### config.mk
export PLATFORM = sky130hd
export DESIGN_NAME = decodeUnit
export DESIGN_NICKNAME = d
export VERILOG_FILES = /design/src/decodePkg.sv /design/src/decodeUnit.sv /design/src/controlRegister.sv /design/src/instructionDecoder.sv /design/src/aluOpDecoder.sv /design/src/loadMoveDecoder.sv /design/src/tStateSequencer.sv /design/src/opcodeLatch.sv
export SDC_FILE = /design/constraint.sdc
export NUM_CORES = 1
export LEC_CHECK = 0
export BUFFER_PORTS_ARGS = -buffer_cell sky130_fd_sc_hd__buf_2
export CORE_UTILIZATION = 46
export CTS_CLUSTER_SIZE = 10
export DETAILED_ROUTE_END_ITERATION = 16
export GPL_ROUTABILITY_DRIVEN = 0
export PLACE_DENSITY = 0.69
export RECOVER_POWER = 25
export SYNTH_ARGS = -nofsm -noshare
export SYNTH_HDL_FRONTEND = slang
export SYNTH_HIERARCHICAL = 1
export SYNTH_SLANG_ARGS = --single-unit
export TNS_END_PERCENT = 50
### constraint.sdc
create_clock -name CLK -period 2.64 [get_ports CLK]
set_input_delay 0.528 -clock CLK [delete_from_list [all_inputs] [get_ports CLK]]
set_output_delay 0.528 -clock CLK [all_outputs]
set_load 0.01 [all_outputs]
### src/decodePkg.sv
// opcode fields follow the usual x/y/z split of an 8-bit CPU byte; only DD and FD count as prefixes
package decodePkg;

    // field view of the opcode byte, x in the top two bits
    typedef struct packed {
        logic [1:0] x;
        logic [2:0] y;  // destination register or ALU operation
        logic [2:0] z;  // source register
    } opcodeFields;

    // one byte, read either whole or by its fields
    typedef union packed {
        logic [7:0]  raw;
        opcodeFields f;
    } opcodeWord;

    // T-state bit positions inside the one-hot xpt word
    localparam int T_STATES = 4;
    localparam int T1 = 0;
    localparam int T2 = 1;
    localparam int T3 = 2;
    localparam int T4 = 3;

    // instruction groups selected by the x field
    localparam logic [1:0] X_LOAD = 2'b00;
    localparam logic [1:0] X_MOVE = 2'b01;
    localparam logic [1:0] X_ALU  = 2'b10;
    localparam logic [1:0] X_MISC = 2'b11;

    localparam logic [7:0] PREFIX_IX = 8'hDD;
    localparam logic [7:0] PREFIX_IY = 8'hFD;

    localparam logic [2:0] REG_H   = 3'd4;
    localparam logic [2:0] REG_L   = 3'd5;
    localparam logic [2:0] REG_MEM = 3'd6;  // also marks the immediate load in the x=00 group

    // these operations feed the ALU the inverted operand
    localparam logic [2:0] ALU_SUB = 3'd2;
    localparam logic [2:0] ALU_SBC = 3'd3;
    localparam logic [2:0] ALU_CP  = 3'd7;

endpackage
### src/decodeUnit.sv
// outputs trail the T-state by one cycle; opcodeValid must stay low while busy is high
`timescale 1ns/10ps

module decodeUnit import decodePkg::*; (
    input  logic       CLK,
    input  logic       reset,
    input  logic       opcodeValid,
    input  logic [7:0] opcode,
    output logic       busy,
    output logic       fetchNext,
    output logic       operandFetch,
    output logic       regWrite,
    output logic [2:0] regDest,
    output logic [2:0] regSource,
    output logic       selectIndexLow,
    output logic       selectIndexHigh,
    output logic       useIy,
    output logic       aluStart,
    output logic [2:0] aluOp,
    output logic       invertIn,
    output logic       writeAccumulator
);

    opcodeWord           latchedOpcode;
    logic                indexActive;
    logic                indexIsIy;
    logic [T_STATES-1:0] xpt;
    logic                endState;
    logic                decOperandFetch;
    logic                decRegWrite;
    logic [2:0]          decRegDest;
    logic [2:0]          decRegSource;
    logic                decSelectIndexLow;
    logic                decSelectIndexHigh;
    logic                decAluStart;
    logic [2:0]          decAluOp;
    logic                decInvertIn;
    logic                decWriteAccumulator;

    opcodeLatch u_opcodeLatch (
        .CLK(CLK),
        .reset(reset),
        .opcodeValid(opcodeValid),
        .opcodeIn(opcode),
        .endState(endState),
        .opcode(latchedOpcode),
        .indexActive(indexActive),
        .indexIsIy(indexIsIy)
    );

    tStateSequencer u_tStateSequencer (
        .CLK(CLK),
        .reset(reset),
        .opcodeValid(opcodeValid),
        .endState(endState),
        .xpt(xpt),
        .busy(busy)
    );

    instructionDecoder u_instructionDecoder (
        .xpt(xpt),
        .opcode(latchedOpcode),
        .indexActive(indexActive),
        .endState(endState),
        .operandFetch(decOperandFetch),
        .regWrite(decRegWrite),
        .regDest(decRegDest),
        .regSource(decRegSource),
        .selectIndexLow(decSelectIndexLow),
        .selectIndexHigh(decSelectIndexHigh),
        .aluStart(decAluStart),
        .aluOp(decAluOp),
        .invertIn(decInvertIn),
        .writeAccumulator(decWriteAccumulator)
    );

    controlRegister u_controlRegister (
        .CLK(CLK),
        .reset(reset),
        .busy(busy),
        .endState(endState),
        .decOperandFetch(decOperandFetch),
        .decRegWrite(decRegWrite),
        .decRegDest(decRegDest),
        .decRegSource(decRegSource),
        .decSelectIndexLow(decSelectIndexLow),
        .decSelectIndexHigh(decSelectIndexHigh),
        .decAluStart(decAluStart),
        .decAluOp(decAluOp),
        .decInvertIn(decInvertIn),
        .decWriteAccumulator(decWriteAccumulator),
        .indexIsIy(indexIsIy),
        .fetchNext(fetchNext),
        .operandFetch(operandFetch),
        .regWrite(regWrite),
        .regDest(regDest),
        .regSource(regSource),
        .selectIndexLow(selectIndexLow),
        .selectIndexHigh(selectIndexHigh),
        .useIy(useIy),
        .aluStart(aluStart),
        .aluOp(aluOp),
        .invertIn(invertIn),
        .writeAccumulator(writeAccumulator)
    );

endmodule

### src/controlRegister.sv
// every strobe is delayed one cycle and forced low while the sequencer is idle
`timescale 1ns/10ps

module controlRegister (
    input  logic       CLK,
    input  logic       reset,
    input  logic       busy,
    input  logic       endState,
    input  logic       decOperandFetch,
    input  logic       decRegWrite,
    input  logic [2:0] decRegDest,
    input  logic [2:0] decRegSource,
    input  logic       decSelectIndexLow,
    input  logic       decSelectIndexHigh,
    input  logic       decAluStart,
    input  logic [2:0] decAluOp,
    input  logic       decInvertIn,
    input  logic       decWriteAccumulator,
    input  logic       indexIsIy,
    output logic       fetchNext,
    output logic       operandFetch,
    output logic       regWrite,
    output logic [2:0] regDest,
    output logic [2:0] regSource,
    output logic       selectIndexLow,
    output logic       selectIndexHigh,
    output logic       useIy,
    output logic       aluStart,
    output logic [2:0] aluOp,
    output logic       invertIn,
    output logic       writeAccumulator
);

    always_ff @(posedge CLK) begin
        if (reset) begin
            fetchNext <= 1'b0;
            operandFetch <= 1'b0;
            regWrite <= 1'b0;
            regDest <= 3'd0;
            regSource <= 3'd0;
            selectIndexLow <= 1'b0;
            selectIndexHigh <= 1'b0;
            useIy <= 1'b0;
            aluStart <= 1'b0;
            aluOp <= 3'd0;
            invertIn <= 1'b0;
            writeAccumulator <= 1'b0;
        end else begin
            fetchNext <= busy && endState;  // single end-of-instruction pulse
            operandFetch <= busy && decOperandFetch;
            regWrite <= busy && decRegWrite;
            regDest <= busy ? decRegDest : 3'd0;
            regSource <= busy ? decRegSource : 3'd0;
            selectIndexLow <= busy && decSelectIndexLow;
            selectIndexHigh <= busy && decSelectIndexHigh;
            useIy <= busy && indexIsIy && (decSelectIndexLow || decSelectIndexHigh);
            aluStart <= busy && decAluStart;
            aluOp <= busy ? decAluOp : 3'd0;
            invertIn <= busy && decInvertIn;
            writeAccumulator <= busy && decWriteAccumulator;
        end
    end

    // the two leaves own these strobes, so both high means the split went wrong
    assert property (@(posedge CLK) disable iff (reset) !(writeAccumulator && regWrite))
    else $error("writeAccumulator and regWrite asserted together");

endmodule

### src/instructionDecoder.sv
// purely combinational; exactly one leaf is enabled, so the OR merge never sees two drivers active
`timescale 1ns/10ps

module instructionDecoder import decodePkg::*; (
    input  logic [T_STATES-1:0] xpt,
    input  opcodeWord           opcode,
    input  logic                indexActive,
    output logic                endState,
    output logic                operandFetch,
    output logic                regWrite,
    output logic [2:0]          regDest,
    output logic [2:0]          regSource,
    output logic                selectIndexLow,
    output logic                selectIndexHigh,
    output logic                aluStart,
    output logic [2:0]          aluOp,
    output logic                invertIn,
    output logic                writeAccumulator
);

    logic       loadMoveEnd;
    logic       aluEnd;
    logic [2:0] loadMoveSource;
    logic [2:0] aluSource;

    loadMoveDecoder u_loadMoveDecoder (
        .enable(!opcode.raw[7]),  // lower half of the table
        .xpt(xpt),
        .opcode(opcode),
        .indexActive(indexActive),
        .endState(loadMoveEnd),
        .operandFetch(operandFetch),
        .regWrite(regWrite),
        .regDest(regDest),
        .regSource(loadMoveSource),
        .selectIndexLow(selectIndexLow),
        .selectIndexHigh(selectIndexHigh)
    );

    aluOpDecoder u_aluOpDecoder (
        .enable(opcode.raw[7]),
        .xpt(xpt),
        .opcode(opcode),
        .endState(aluEnd),
        .aluStart(aluStart),
        .aluOp(aluOp),
        .regSource(aluSource),
        .invertIn(invertIn),
        .writeAccumulator(writeAccumulator)
    );

    assign endState = loadMoveEnd | aluEnd;
    assign regSource = loadMoveSource | aluSource;

endmodule

### src/aluOpDecoder.sv
// covers the x=1x half of the table; x=11 bytes, prefixes included, decode as two-state no-ops
`timescale 1ns/10ps

module aluOpDecoder import decodePkg::*; (
    input  logic                enable,
    input  logic [T_STATES-1:0] xpt,
    input  opcodeWord           opcode,
    output logic                endState,
    output logic                aluStart,
    output logic [2:0]          aluOp,
    output logic [2:0]          regSource,
    output logic                invertIn,
    output logic                writeAccumulator
);

    logic isAlu;
    logic isMisc;
    logic needsInvert;

    assign isAlu  = enable && (opcode.f.x == X_ALU);
    assign isMisc = enable && (opcode.f.x == X_MISC);

    assign needsInvert = (opcode.f.y == ALU_SUB) || (opcode.f.y == ALU_SBC) ||
                         (opcode.f.y == ALU_CP);

    // operand goes to the ALU in T2, the result lands in T3
    assign aluStart = isAlu && xpt[T2];
    assign aluOp = aluStart ? opcode.f.y : 3'd0;
    assign regSource = aluStart ? opcode.f.z : 3'd0;
    assign invertIn = aluStart && needsInvert;

    assign writeAccumulator = isAlu && xpt[T3] && (opcode.f.y != ALU_CP);  // compare only sets flags

    assign endState = (isAlu && xpt[T3]) || (isMisc && xpt[T2]);

endmodule

### src/loadMoveDecoder.sv
// index selects only replace H and L in register moves; immediate loads ignore the prefix
`timescale 1ns/10ps

module loadMoveDecoder import decodePkg::*; (
    input  logic                enable,
    input  logic [T_STATES-1:0] xpt,
    input  opcodeWord           opcode,
    input  logic                indexActive,
    output logic                endState,
    output logic                operandFetch,
    output logic                regWrite,
    output logic [2:0]          regDest,
    output logic [2:0]          regSource,
    output logic                selectIndexLow,
    output logic                selectIndexHigh
);

    logic isLoadImm;
    logic isMove;
    logic isOther;
    logic loadWrite;
    logic moveWrite;
    logic indexMove;

    // group selection on the field view
    assign isLoadImm = enable && (opcode.f.x == X_LOAD) && (opcode.f.z == REG_MEM);
    assign isOther   = enable && (opcode.f.x == X_LOAD) && (opcode.f.z != REG_MEM);
    assign isMove    = enable && (opcode.f.x == X_MOVE);

    assign loadWrite = isLoadImm && xpt[T3];  // immediate byte is written back in T3
    assign moveWrite = isMove && xpt[T2];

    assign operandFetch = isLoadImm && xpt[T2];
    assign regWrite = loadWrite || moveWrite;
    assign regDest = regWrite ? opcode.f.y : 3'd0;
    assign regSource = moveWrite ? opcode.f.z : 3'd0;

    assign endState = loadWrite || ((isMove || isOther) && xpt[T2]);

    // either operand of a move can be redirected to the index register halves
    assign indexMove = moveWrite && indexActive;

    assign selectIndexHigh = indexMove && ((opcode.f.y == REG_H) || (opcode.f.z == REG_H));
    assign selectIndexLow  = indexMove && ((opcode.f.y == REG_L) || (opcode.f.z == REG_L));

endmodule

### src/tStateSequencer.sv
// instructions run at most four T-states; the sequencer waits for the decoder to signal the end
`timescale 1ns/10ps

module tStateSequencer import decodePkg::*; (
    input  logic                CLK,
    input  logic                reset,
    input  logic                opcodeValid,
    input  logic                endState,
    output logic [T_STATES-1:0] xpt,
    output logic                busy
);

    always_ff @(posedge CLK) begin
        if (reset) begin
            xpt <= '0;
            busy <= 1'b0;
        end else if (opcodeValid) begin
            xpt <= '0;
            xpt[T1] <= 1'b1;  // a new opcode always starts in T1
            busy <= 1'b1;
        end else if (endState) begin
            xpt <= '0;
            busy <= 1'b0;
        end else if (busy) begin
            xpt <= {xpt[T_STATES-2:0], xpt[T_STATES-1]};
        end
    end

    assert property (@(posedge CLK) disable iff (reset)
        busy ? $onehot(xpt) : (xpt == '0))
    else $error("xpt is not one-hot while busy or not clear while idle");

endmodule

### src/opcodeLatch.sv
// no back-pressure; opcodeValid while an instruction runs is illegal and is only caught by assertion
`timescale 1ns/10ps

module opcodeLatch import decodePkg::*; (
    input  logic       CLK,
    input  logic       reset,
    input  logic       opcodeValid,
    input  logic [7:0] opcodeIn,
    input  logic       endState,
    output opcodeWord  opcode,
    output logic       indexActive,
    output logic       indexIsIy
);

    logic isPrefix;

    assign isPrefix = (opcode.raw == PREFIX_IX) || (opcode.raw == PREFIX_IY);

    always_ff @(posedge CLK) begin
        if (opcodeValid) begin
            opcode.raw <= opcodeIn;
        end
    end

    // a prefix arms the index state when it ends, any other opcode clears it when it ends
    always_ff @(posedge CLK) begin
        if (reset) begin
            indexActive <= 1'b0;
            indexIsIy <= 1'b0;
        end else if (endState) begin
            indexActive <= isPrefix;
            indexIsIy <= (opcode.raw == PREFIX_IY);
        end
    end

    // once an opcode is taken no new one may come until its last T-state has passed
    assert property (@(posedge CLK) disable iff (reset)
        opcodeValid |=> (!opcodeValid until_with endState))
    else $error("opcodeValid arrived while an instruction was in progress");

endmodule

==> summary.md, run 1 <==
| Metric | Value |
|---|---|
| Worst-path maximum fanout | `7` |
| Max-slew headroom | `66.7%` |
| Seq/Total Area, Yosys | `54.1%` |
| Ant diodes | `0` |
| Initial DRC Count | `15` |
| Die area | `0.00320 mm^2` |
| RSZ-0062 raised after global routing | `no` |
| Tightest Hold Check Type | `primary input to flop` |
| Dpl cells | `181` |
| Fin crit share | `80.1%` |
| Syn_area_per_cell | `11.0 um^2` |
| Ports | `30` |
| Fraction of registers with async set/reset | `0%` |
| Vias in the first global route | `953` |
| Most frequent cell after synthesis | `dfxtp_1` |
| NumNets Final | `168` |
| Leakage | `0.717 nW` |
| DRT antenna net count | `0` |
| Crit Path Category | `flop to flop` |
| Drt pass-1 iters | `4` |
| Mapped Area | `0.00137 mm^2` |
| Final setup viols | `0` |
| Dpl hpwl | `1650 um` |
| Hold-fix buffers at CTS | `0` |
| Synth area leader | `dfxtp_1` |
| Synth top area cells | `dfxtp_1 (37%), edfxtp_1 (18%), and2_2 (7.1%), and2_1 (4.6%), mux2i_1 (3.7%)` |
| CTS tree | `built` |
| DR vias | `988` |
| Initial antenna violation count | `0` |
| Clk pin slew, worst setup/hold paths | `0.09 ns` |
| Port Buffers | `29` |
| Syn Inst Count | `124` |
| Area Overhead vs Synth | `14.9%` |
| CTS Buf Count | `5` |
| Main synth FF type | `dfxtp_1` |
| Synthesized Nets | `135` |
| Final instance area | `0.00157 mm^2` |
| Worst Setup End Kind | `flop` |
| Hold slack final | `0.370 ns` |
| Total Neg Setup Slack | `0 ns` |
| Largest net degree at the start of global routing | `19` |
| Fin. Hold Viols | `0` |
| CTS Buffer Depth | `2` |
| Row count | `19` |
| Worst skew pair latency | `0.33 ns` |
| Sink Count | `33` |
| Core Util, Final | `56.5%` |
| Yosys warnings | `6` |
| Commonest cells post-synth | `dfxtp_1 (25), and2_2 (13), and2_1 (10), inv_1 (10), edfxtp_1 (8)` |
| Core Area | `0.00278 mm^2` |
| FMAX | `0.473 GHz` |
| Startpoint types | `flop` |
| Seq cells post-synth | `33` |
| Status | `finished, final reports clean` |
| DIE WIDTH | `56.6 um` |
| Vias per std cell | `5.23` |
| Non-Filler Instances | `189` |
| Routed WL | `2290 um` |
| EDFF count, synth | `8` |
| WP data arrival | `2.36 ns` |
| Global route total overflow | `0` |
| Wire length per cell | `12.1 um` |
| Initial Util | `49.2%` |
| Pwr dens | `544 mW/mm^2` |
| CP required | `2.88 ns` |
| DRC errors left | `0` |
| Gr usage total | `16.5%` |
| Min Tclk post-route | `2.12 ns` |
| DIE HEIGHT | `56.6 um` |
| DP Area | `0.00153 mm^2` |
| Max cap viols | `0` |
| Layout cell share with drive strength beyond 1 | `33.5%` |
| Slew @ Worst Pin | `0.500 ns` |
| Setup Fix Bufs, Post-CTS | `0` |
| Maximum vdd drop | `0.000436 V` |
| Max Slew Vio Count | `0` |
| Post-synth top area share | `36.6%` |
| First-pass GRT wire length | `3840 um` |
| Post-CTS resize count | `0` |
| Htree depth | `2` |
| Cell variety after synth | `34` |
| Clk root buf | `clkbuf_4` |
| Layout Skew | `0.00708 ns` |
-- final timing paths --
check                                              start                                endpoint  slack, ns  depth (start not counted)
setup / recovery       u_opcodeLatch/opcode[0]$_DFFE_PP_    u_opcodeLatch/indexIsIy$_SDFFE_PP0P_       0.52                          6
hold / removal                                 opcode[1]       u_opcodeLatch/opcode[1]$_DFFE_PP_       0.37                          1
setup reg to reg       u_opcodeLatch/opcode[0]$_DFFE_PP_    u_opcodeLatch/indexIsIy$_SDFFE_PP0P_       0.52                          6
hold reg to reg   u_opcodeLatch/indexActive$_SDFFE_PP0P_  u_opcodeLatch/indexActive$_SDFFE_PP0P_       0.48                          2
-- metal layers --
layer	part of all wire, %	global-route usage (%)
met1	45	17.0
met5	0	0
met2	47	27.1
met4	3.3	14.3
met3	4.6	4.84
-- metrics by stage --
stage | worst slack [ns] | power [mW]
after detailed placement | 0.560 | 0.610
after CTS | 0.531 | 0.872
after global routing | 0.373 | 0.900
after floorplan | 0.792 | 0.589
final | 0.525 | 0.855
after global placement | 0.643 | 0.608
-- cell type report --
class	count	area (um^2)
fillers	266	1210
inverters	10	37.5
repair buffers	29	144
flip-flops and latches	33	741
multi-input cells	78	563
clock buffers	8	48.8
well taps	31	38.8
-- flip-flops by register name (all words and copies together) (netlist names) --
| register | cells |
|---|---|
| u_tStateSequencer/xpt | 4 |
| u_controlRegister/aluOp | 3 |
| u_controlRegister/writeAccumulator | 1 |
| u_controlRegister/operandFetch | 1 |
| u_controlRegister/invertIn | 1 |
| u_controlRegister/regDest | 3 |
| u_opcodeLatch/indexActive | 1 |
| u_tStateSequencer/busy | 1 |
| u_controlRegister/aluStart | 1 |
| u_opcodeLatch/indexIsIy | 1 |
| u_controlRegister/selectIndexHigh | 1 |
| u_controlRegister/selectIndexLow | 1 |
| u_controlRegister/regSource | 3 |
| u_controlRegister/fetchNext | 1 |
| u_controlRegister/useIy | 1 |
| u_opcodeLatch/opcode | 8 |
| u_controlRegister/regWrite | 1 |
-- critical path: stages (launching register included) --
cell and delay [ns]:
edfxtp_1 0.46, nand4bb_1 0.39, mux2i_1 0.23, or2_1 0.23, nand4_1 0.09, or4b_1 0.51, o32ai_1 0.13
-- logic make-up after synthesis --
kind of cell	Yosys count	synth area share, %
AND/OR/NAND/NOR	60	30.7
buffers and inverters	13	4.75
multiplexers	5	3.66
AO/OA/AOI/OAI	13	6.76
flip-flops	33	54.1
-- layout by cell type, fill, tap and decap left out, types with 3 or more instances in the layout --
cell / synthesis / layout
or2_1: 4 / 4
nand2_1: 3 / 3
inv_1: 10 / 10
and2_2: 13 / 13
mux2i_1: 5 / 5
nand2b_1: 4 / 4
and2_1: 10 / 10
a21oi_1: 3 / 3
edfxtp_1: 8 / 8
clkbuf_4: 0 / 5
o22ai_1: 4 / 4
nand3b_1: 4 / 4
buf_2: 1 / 28
nand4b_1: 3 / 3
nor2_1: 7 / 7
clkbuf_1: 0 / 4
dfxtp_1: 25 / 25
-- report_power, final --
part           switching (mW)  leakage (nW)  total [mW]  internal, mW
combinational          0.0215         0.410      0.0448        0.0233
clock                   0.151        0.0265       0.257         0.106
sequential             0.0214         0.280       0.553         0.532
total                   0.194         0.717       0.855         0.661
No activity file was read; power rests on OpenSTA's default activity.
==> inputs of run 2 (changes only) <==
--- a/config.mk
+++ b/config.mk
@@ -10,7 +10,7 @@
 export CTS_CLUSTER_SIZE = 10
 export DETAILED_ROUTE_END_ITERATION = 16
 export GPL_ROUTABILITY_DRIVEN = 0
-export PLACE_DENSITY = 0.69
+export PLACE_DENSITY = 0.72
 export RECOVER_POWER = 25
 export SYNTH_ARGS = -nofsm -noshare
 export SYNTH_HDL_FRONTEND = slang
==> constraint.sdc (replaced) <==
create_clock -name CLK -period 1.8 [get_ports CLK]
set_input_delay 0.36 -clock CLK [delete_from_list [all_inputs] [get_ports CLK]]
set_output_delay 0.36 -clock CLK [all_outputs]
set_load 0.01 [all_outputs]
==> run 2 against run 1 <==
Net effect: clock power is 64% higher; final area is 6.8% higher; power is 55% higher; routed wire length is 1.3% lower; utilization is 3.9 points higher; worst hold slack worse by 0.18 ns; sequential share of layout area is 3.0 points lower; combinational power is 110% higher; critical path type unchanged.
==> summary.md, run 2 (synthesis gave the netlist of run 1 again) <==
| Metric | Value |
|---|---|
| Critical path's slowest cell | `or4b_4` |
| Fin crit share | `99.8%` |
| Switching part of the total | `22.6%` |
| First-pass GRT wire length | `3820 um` |
| Sw Pwr | `0.299 mW` |
| CP peak stage delay | `0.50 ns` |
| Dpl ws | `0.0385 ns` |
| Maximum vdd drop | `0.000579 V` |
| Vias in the first global route | `890` |
| Ant diodes | `0` |
| RR Endpoint | `u_opcodeLatch/indexIsIy$_SDFFE_PP0P_` |
| Number of filler cells placed in the layout | `244` |
| Dpl hpwl | `1660 um` |
| Routed WL | `2260 um` |
| Initial Util | `49.2%` |
| Pwr dens | `788 mW/mm^2` |
| Initial DRC Count | `25` |
| Vias per std cell | `4.94` |
| Worst skew pair latency | `0.33 ns` |
| FMAX | `0.557 GHz` |
| Critical path cell sequence | `nand4bb_4, mux2i_1, or2_1, nand4_1, or4b_4, o32ai_1` |
| Min Tclk post-route | `1.80 ns` |
| Max Slew Vio Count | `0` |
| Clock network power share | `31.8%` |
| Core Util, Final | `60.4%` |
| DRC errors left | `0` |
| Hold-fix buffers at CTS | `0` |
| RR Startpoint | `u_opcodeLatch/opcode[6]$_DFFE_PP_` |
| DIE WIDTH | `56.6 um` |
| Global route total overflow | `0` |
| DR vias | `984` |
| CP startpoint | `u_opcodeLatch/opcode[6]$_DFFE_PP_` |
| Largest net degree at the start of global routing | `19` |
| Tightest Hold Check Type | `primary input to flop` |
| Area Overhead vs Synth | `22.8%` |
| Drt pass-1 iters | `4` |
| Leakage | `0.775 nW` |
| Clk pin slew, worst setup/hold paths | `0.09 ns` |
| Layout Skew | `0.00488 ns` |
| Final WS setup | `0.00441 ns` |
| Max FFs per register | `8` |
| Final Total Pwr | `1.32 mW` |
| Status | `finished, final reports clean` |
| Layout cell share with drive strength beyond 1 | `40.5%` |
| Initial antenna violation count | `0` |
| Slew @ Worst Pin | `0.482 ns` |
| Startpoint types | `flop` |
| CTS tree | `built` |
| Die area | `0.00320 mm^2` |
| WP data arrival | `2.04 ns` |
| Gr usage total | `16.3%` |
| Top Registers | `u_opcodeLatch/opcode: 8 flops, u_tStateSequencer/xpt: 4 flops` |
| Worst r2r path cells | `6` |
| Max-slew headroom | `67.8%` |
| Commonest non-fill, non-tap cells in the layout | `buf_2 (28), dfxtp_1 (25), and2_2 (13)` |
| Hold path depth | `1` |
| Combinational share of power | `7.2%` |
| Crit Path Category | `flop to flop` |
| Seq pwr share | `61.0%` |
| DRT antenna net count | `0` |
| Port Buffers | `29` |
| Htree depth | `2` |
| CP required | `2.05 ns` |
| Row count | `19` |
| Most common cell after layout, fill and taps aside | `buf_2` |
| Worst Setup End Kind | `flop` |
| Fin. Hold Viols | `0` |
| DIE HEIGHT | `56.6 um` |
| CTS Buf Count | `5` |
| CP Capture Point | `u_opcodeLatch/indexIsIy$_SDFFE_PP0P_` |
| Max cap viols | `0` |
| Reg with most FFs | `u_opcodeLatch/opcode` |
| Core Area | `0.00278 mm^2` |
| Multi-input gate area | `586 um^2` |
| CTS Buffer Depth | `2` |
| Clk root buf | `clkbuf_4` |
| Register Area | `741 um^2` |
| Ports | `30` |
| Final setup viols | `0` |
| Hold slack final | `0.194 ns` |
| Int Power | `1.02 mW` |
| Wire length per cell | `11.4 um` |
| R2r setup slk | `0.004 ns` |
| Worst-path maximum fanout | `6` |
| Sink Count | `33` |
| RSZ-0062 raised after global routing | `yes` |
| NumNets Final | `178` |
==> run 2: changes by cell type in the layout (fill, tap and decap cells not counted) <==
cell / before / now
or4b_1: 1 / 0
nand4bb_4: 0 / 1
nand4bb_1: 1 / 0
or4b_4: 0 / 1
clkbuf_1: 4 / 3
buf_4: 0 / 10
inv_2: 0 / 1
nor2_2: 0 / 1
clkbuf_8: 0 / 1
nor2_1: 7 / 6
inv_1: 10 / 9
==> run 2: how the worst min path moves through the flow <==
stage                                           startpoint                                endpoint  slack [ns]
floorplan                                            reset  u_opcodeLatch/indexActive$_SDFFE_PP0P_        0.43
global placement    u_opcodeLatch/indexActive$_SDFFE_PP0P_  u_opcodeLatch/indexActive$_SDFFE_PP0P_        0.46
detailed placement    u_opcodeLatch/indexIsIy$_SDFFE_PP0P_      u_controlRegister/useIy$_SDFF_PP0_        0.46
CTS                                              opcode[3]       u_opcodeLatch/opcode[3]$_DFFE_PP_        0.18
global route                                     opcode[7]       u_opcodeLatch/opcode[7]$_DFFE_PP_        0.16
finish                                           opcode[3]       u_opcodeLatch/opcode[3]$_DFFE_PP_        0.19
==> run 2: critical path, delay by kind of cell, from the launching register on <==
kind | cells | cell delay (ns)
AOI/OAI and AO/OA | 1 | 0.13
muxes | 1 | 0.15
and+or+nand+nor | 4 | 0.96
DFF | 1 | 0.47
==> run 2: final cells by class <==
type                            count  area share (%)
Sequential cell                    33            44.1
Multi-Input combinational cell     78            34.8
Timing Repair Buffer               39            13.0
Clock buffer                        8            3.50
Tap cell                           31            2.31
Inverter                           10            2.23
==> run 2: timing repair <==
action / in CTS / in global routing
buffers inserted: 0 / 2
gates resized for setup: 0 / 3
setup endpoints to repair: 0 / 5
==> run 2: power groups by stage <==
stage               clock network [mW]  logic [mW]  registers [mW]
global route                     0.475       0.105           0.812
finish                           0.421      0.0950           0.807
detailed placement                   0      0.0900           0.824
global placement                     0      0.0870           0.822
CTS                              0.437      0.0903           0.807
floorplan                            0      0.0502           0.819
==> run 2: per-layer routing <==
layer	track usage, %	wire length, um
met1	18.0	1020
met2	25.5	1030
met3	7.60	161
met4	9.41	55
met5	0	0
==> run 2: through the flow <==
step	setup TNS, ns	cell area (um^2)	std cells
2_1_floorplan	0	1390	124
3_3_place_gp	0	1600	189
3_5_place_dp	0	1600	189
4_1_cts	0	1660	197
5_1_grt	-0.114	1680	199
6_report	0	1680	199
==> inputs of run 3 (changes only) <==
--- a/config.mk
+++ b/config.mk
@@ -5,7 +5,7 @@
 export SDC_FILE = /design/constraint.sdc
 export NUM_CORES = 1
 export LEC_CHECK = 0
-export BUFFER_PORTS_ARGS = -buffer_cell sky130_fd_sc_hd__buf_2
+export BUFFER_PORTS_ARGS = -buffer_cell sky130_fd_sc_hd__clkbuf_2
 export CORE_UTILIZATION = 46
 export CTS_CLUSTER_SIZE = 10
 export DETAILED_ROUTE_END_ITERATION = 16
==> run 3 against run 2 <==
Net effect: critical endpoint is now u_opcodeLatch/indexActive$_SDFFE_PP0P_; largest power group unchanged; sequential share of layout area shrank 1.1 points; the flow now finishes with violations (setup timing); critical path type unchanged; cell count grew 2.0%; combinational power is 17% higher.
==> summary.md, run 3 (synthesis gave the netlist of run 1 again) <==
| Metric | Value |
|---|---|
| Row count | `19` |
| Max cap viols | `0` |
| Htree depth | `2` |
| M1 GR Usage | `18.2%` |
| CTS Buffer Depth | `2` |
| Total Neg Setup Slack | `-0.0736 ns` |
| Dpl cells | `189` |
| Startpoint types | `flop` |
| Port Buffers | `29` |
| DRT antenna net count | `0` |
| Maximum vdd drop | `0.000516 V` |
| Violations in the final reports | `setup timing` |
| Reg with most FFs | `u_opcodeLatch/opcode` |
| WP data arrival | `2.11 ns` |
| Pwr dens | `747 mW/mm^2` |
| Gr usage total | `16.8%` |
| Combinational share of power | `8.6%` |
| Core Util, Final | `61.9%` |
| First-pass GRT wire length | `3970 um` |
| Final setup viols | `2` |
| Layout cell share with drive strength beyond 1 | `42.4%` |
| DRC errors left | `0` |
| Top Registers | `u_opcodeLatch/opcode: 8 flops, u_tStateSequencer/xpt: 4 flops` |
| Global route total overflow | `0` |
| Most common cell after layout, fill and taps aside | `clkbuf_2` |
| DR vias | `1000` |
| FMAX | `0.542 GHz` |
| RSZ-0062 raised after global routing | `yes` |
| Clk root buf | `clkbuf_4` |
| Initial antenna violation count | `0` |
| Met3 Use GR | `4.84%` |
| Routing usage on met2 | `27.7%` |
| Initial Util | `49.2%` |
| Worst-path maximum fanout | `6` |
| Multi-input gate area | `607 um^2` |
| Leakage | `0.776 nW` |
| Ports | `30` |
| Max-slew headroom | `68.2%` |
| Min Tclk post-route | `1.85 ns` |
| Vias per std cell | `4.93` |
| Commonest non-fill, non-tap cells in the layout | `clkbuf_2 (28), dfxtp_1 (25), buf_4 (14)` |
| Status | `finished, violations left` |
| Core Area | `0.00278 mm^2` |
| Grt peak-use layer | `met2` |
| Fin. Hold Viols | `0` |
| CTS Buf Count | `5` |
| Switching part of the total | `22.9%` |
| Slew @ Worst Pin | `0.477 ns` |
| Initial DRC Count | `13` |
| Tightest Hold Check Type | `primary input to flop` |
| Seq pwr share | `62.7%` |
| Die area | `0.00320 mm^2` |
| Routed WL | `2390 um` |
| Ant diodes | `0` |
| Drt pass-1 iters | `4` |
| Max FFs per register | `8` |
| DP Area | `0.00160 mm^2` |
| Register Area | `741 um^2` |
| Int Power | `0.991 mW` |
| Vias in the first global route | `937` |
| R2r setup slk | `-0.05 ns` |
| Worst skew pair latency | `0.33 ns` |
| Wire length per cell | `11.8 um` |
| Fin crit share | `103%` |
| Dpl hpwl | `1690 um` |
| Hold-fix buffers at CTS | `0` |
| Hold slack final | `0.198 ns` |
| Crit Path Category | `flop to flop` |
| Worst Setup End Kind | `flop` |
| Max Slew Vio Count | `0` |
| CTS tree | `built` |
| Layout Skew | `0.0120 ns` |
| Final instance area | `0.00172 mm^2` |
| Sink Count | `33` |
| Final WS setup | `-0.0460 ns` |
| Non-Filler Instances | `203` |
| DIE WIDTH | `56.6 um` |
| Clk pin slew, worst setup/hold paths | `0.09 ns` |
| Number of filler cells placed in the layout | `228` |
| Area Overhead vs Synth | `25.8%` |
| NumNets Final | `182` |
| CP required | `2.07 ns` |
| Largest net degree at the start of global routing | `19` |
| Sw Pwr | `0.295 mW` |
| DIE HEIGHT | `56.6 um` |
| Clock network power share | `28.7%` |
[run 3: changes by cell type in the layout (fill, tap and decap cells not counted), sizes merged]
cell    before  now
clkinv       0    1
clkbuf       9   36
buf         38   14
[run 3: power by group through the flow]
stage	Sequential [mW]	Combinational (mW)	Clock, mW
after floorplan	0.819	0.0502	0
after global placement	0.823	0.0859	0
after detailed placement	0.825	0.0893	0
after CTS	0.806	0.0962	0.387
after global routing	0.811	0.121	0.427
final	0.807	0.111	0.369
[run 3: final cells by class]
cell class | count | area share (%)
multi-input combinational | 78 | 35.2
timing repair buffer | 43 | 14.5
clock inverter | 1 | 0.218
tap | 31 | 2.25
clock buffer | 7 | 2.62
inverter | 10 | 2.18
sequential | 33 | 43.0
[run 3: worst paths after layout]
path,start,endpoint,depth (start not counted)
min,opcode[0],u_opcodeLatch/opcode[0]$_DFFE_PP_,1
max,u_opcodeLatch/opcode[7]$_DFFE_PP_,u_opcodeLatch/indexActive$_SDFFE_PP0P_,7
min reg2reg,u_opcodeLatch/indexIsIy$_SDFFE_PP0P_,u_controlRegister/useIy$_SDFF_PP0_,1
max reg2reg,u_opcodeLatch/opcode[7]$_DFFE_PP_,u_opcodeLatch/indexActive$_SDFFE_PP0P_,7
[run 3: critical path: stages (launching register included)]
cell and delay, ns:
edfxtp_1 0.47, inv_2 0.13, nand3b_1 0.11, mux2i_1 0.15, or2_1 0.14, nand4_1 0.08
or4b_4 0.57, a21oi_1 0.14
[run 3: repair_timing]
item	CTS	global route
gates resized for setup	1	5
setup buffers	2	5
cloned	0	0
pin swaps	2	4
setup endpoints to repair	2	6
[run 3: metrics by stage]
stage,power (mW),worst slack [ns]
final,1.29,-0.0460
after global placement,0.909,0.104
after CTS,1.29,-0.0117
after floorplan,0.869,0.0131
after global routing,1.36,-0.137
after detailed placement,0.914,-0.0285
[run 3: metal layers]
layer / up-vias / routed length, um / share of wire [%]
met5: - / 0 / 0
met4: 0 / 34 / 1.4
met3: 4 / 131 / 5.5
met2: 27 / 1130 / 47
met1: 453 / 1100 / 46
li1: 516 / - / -
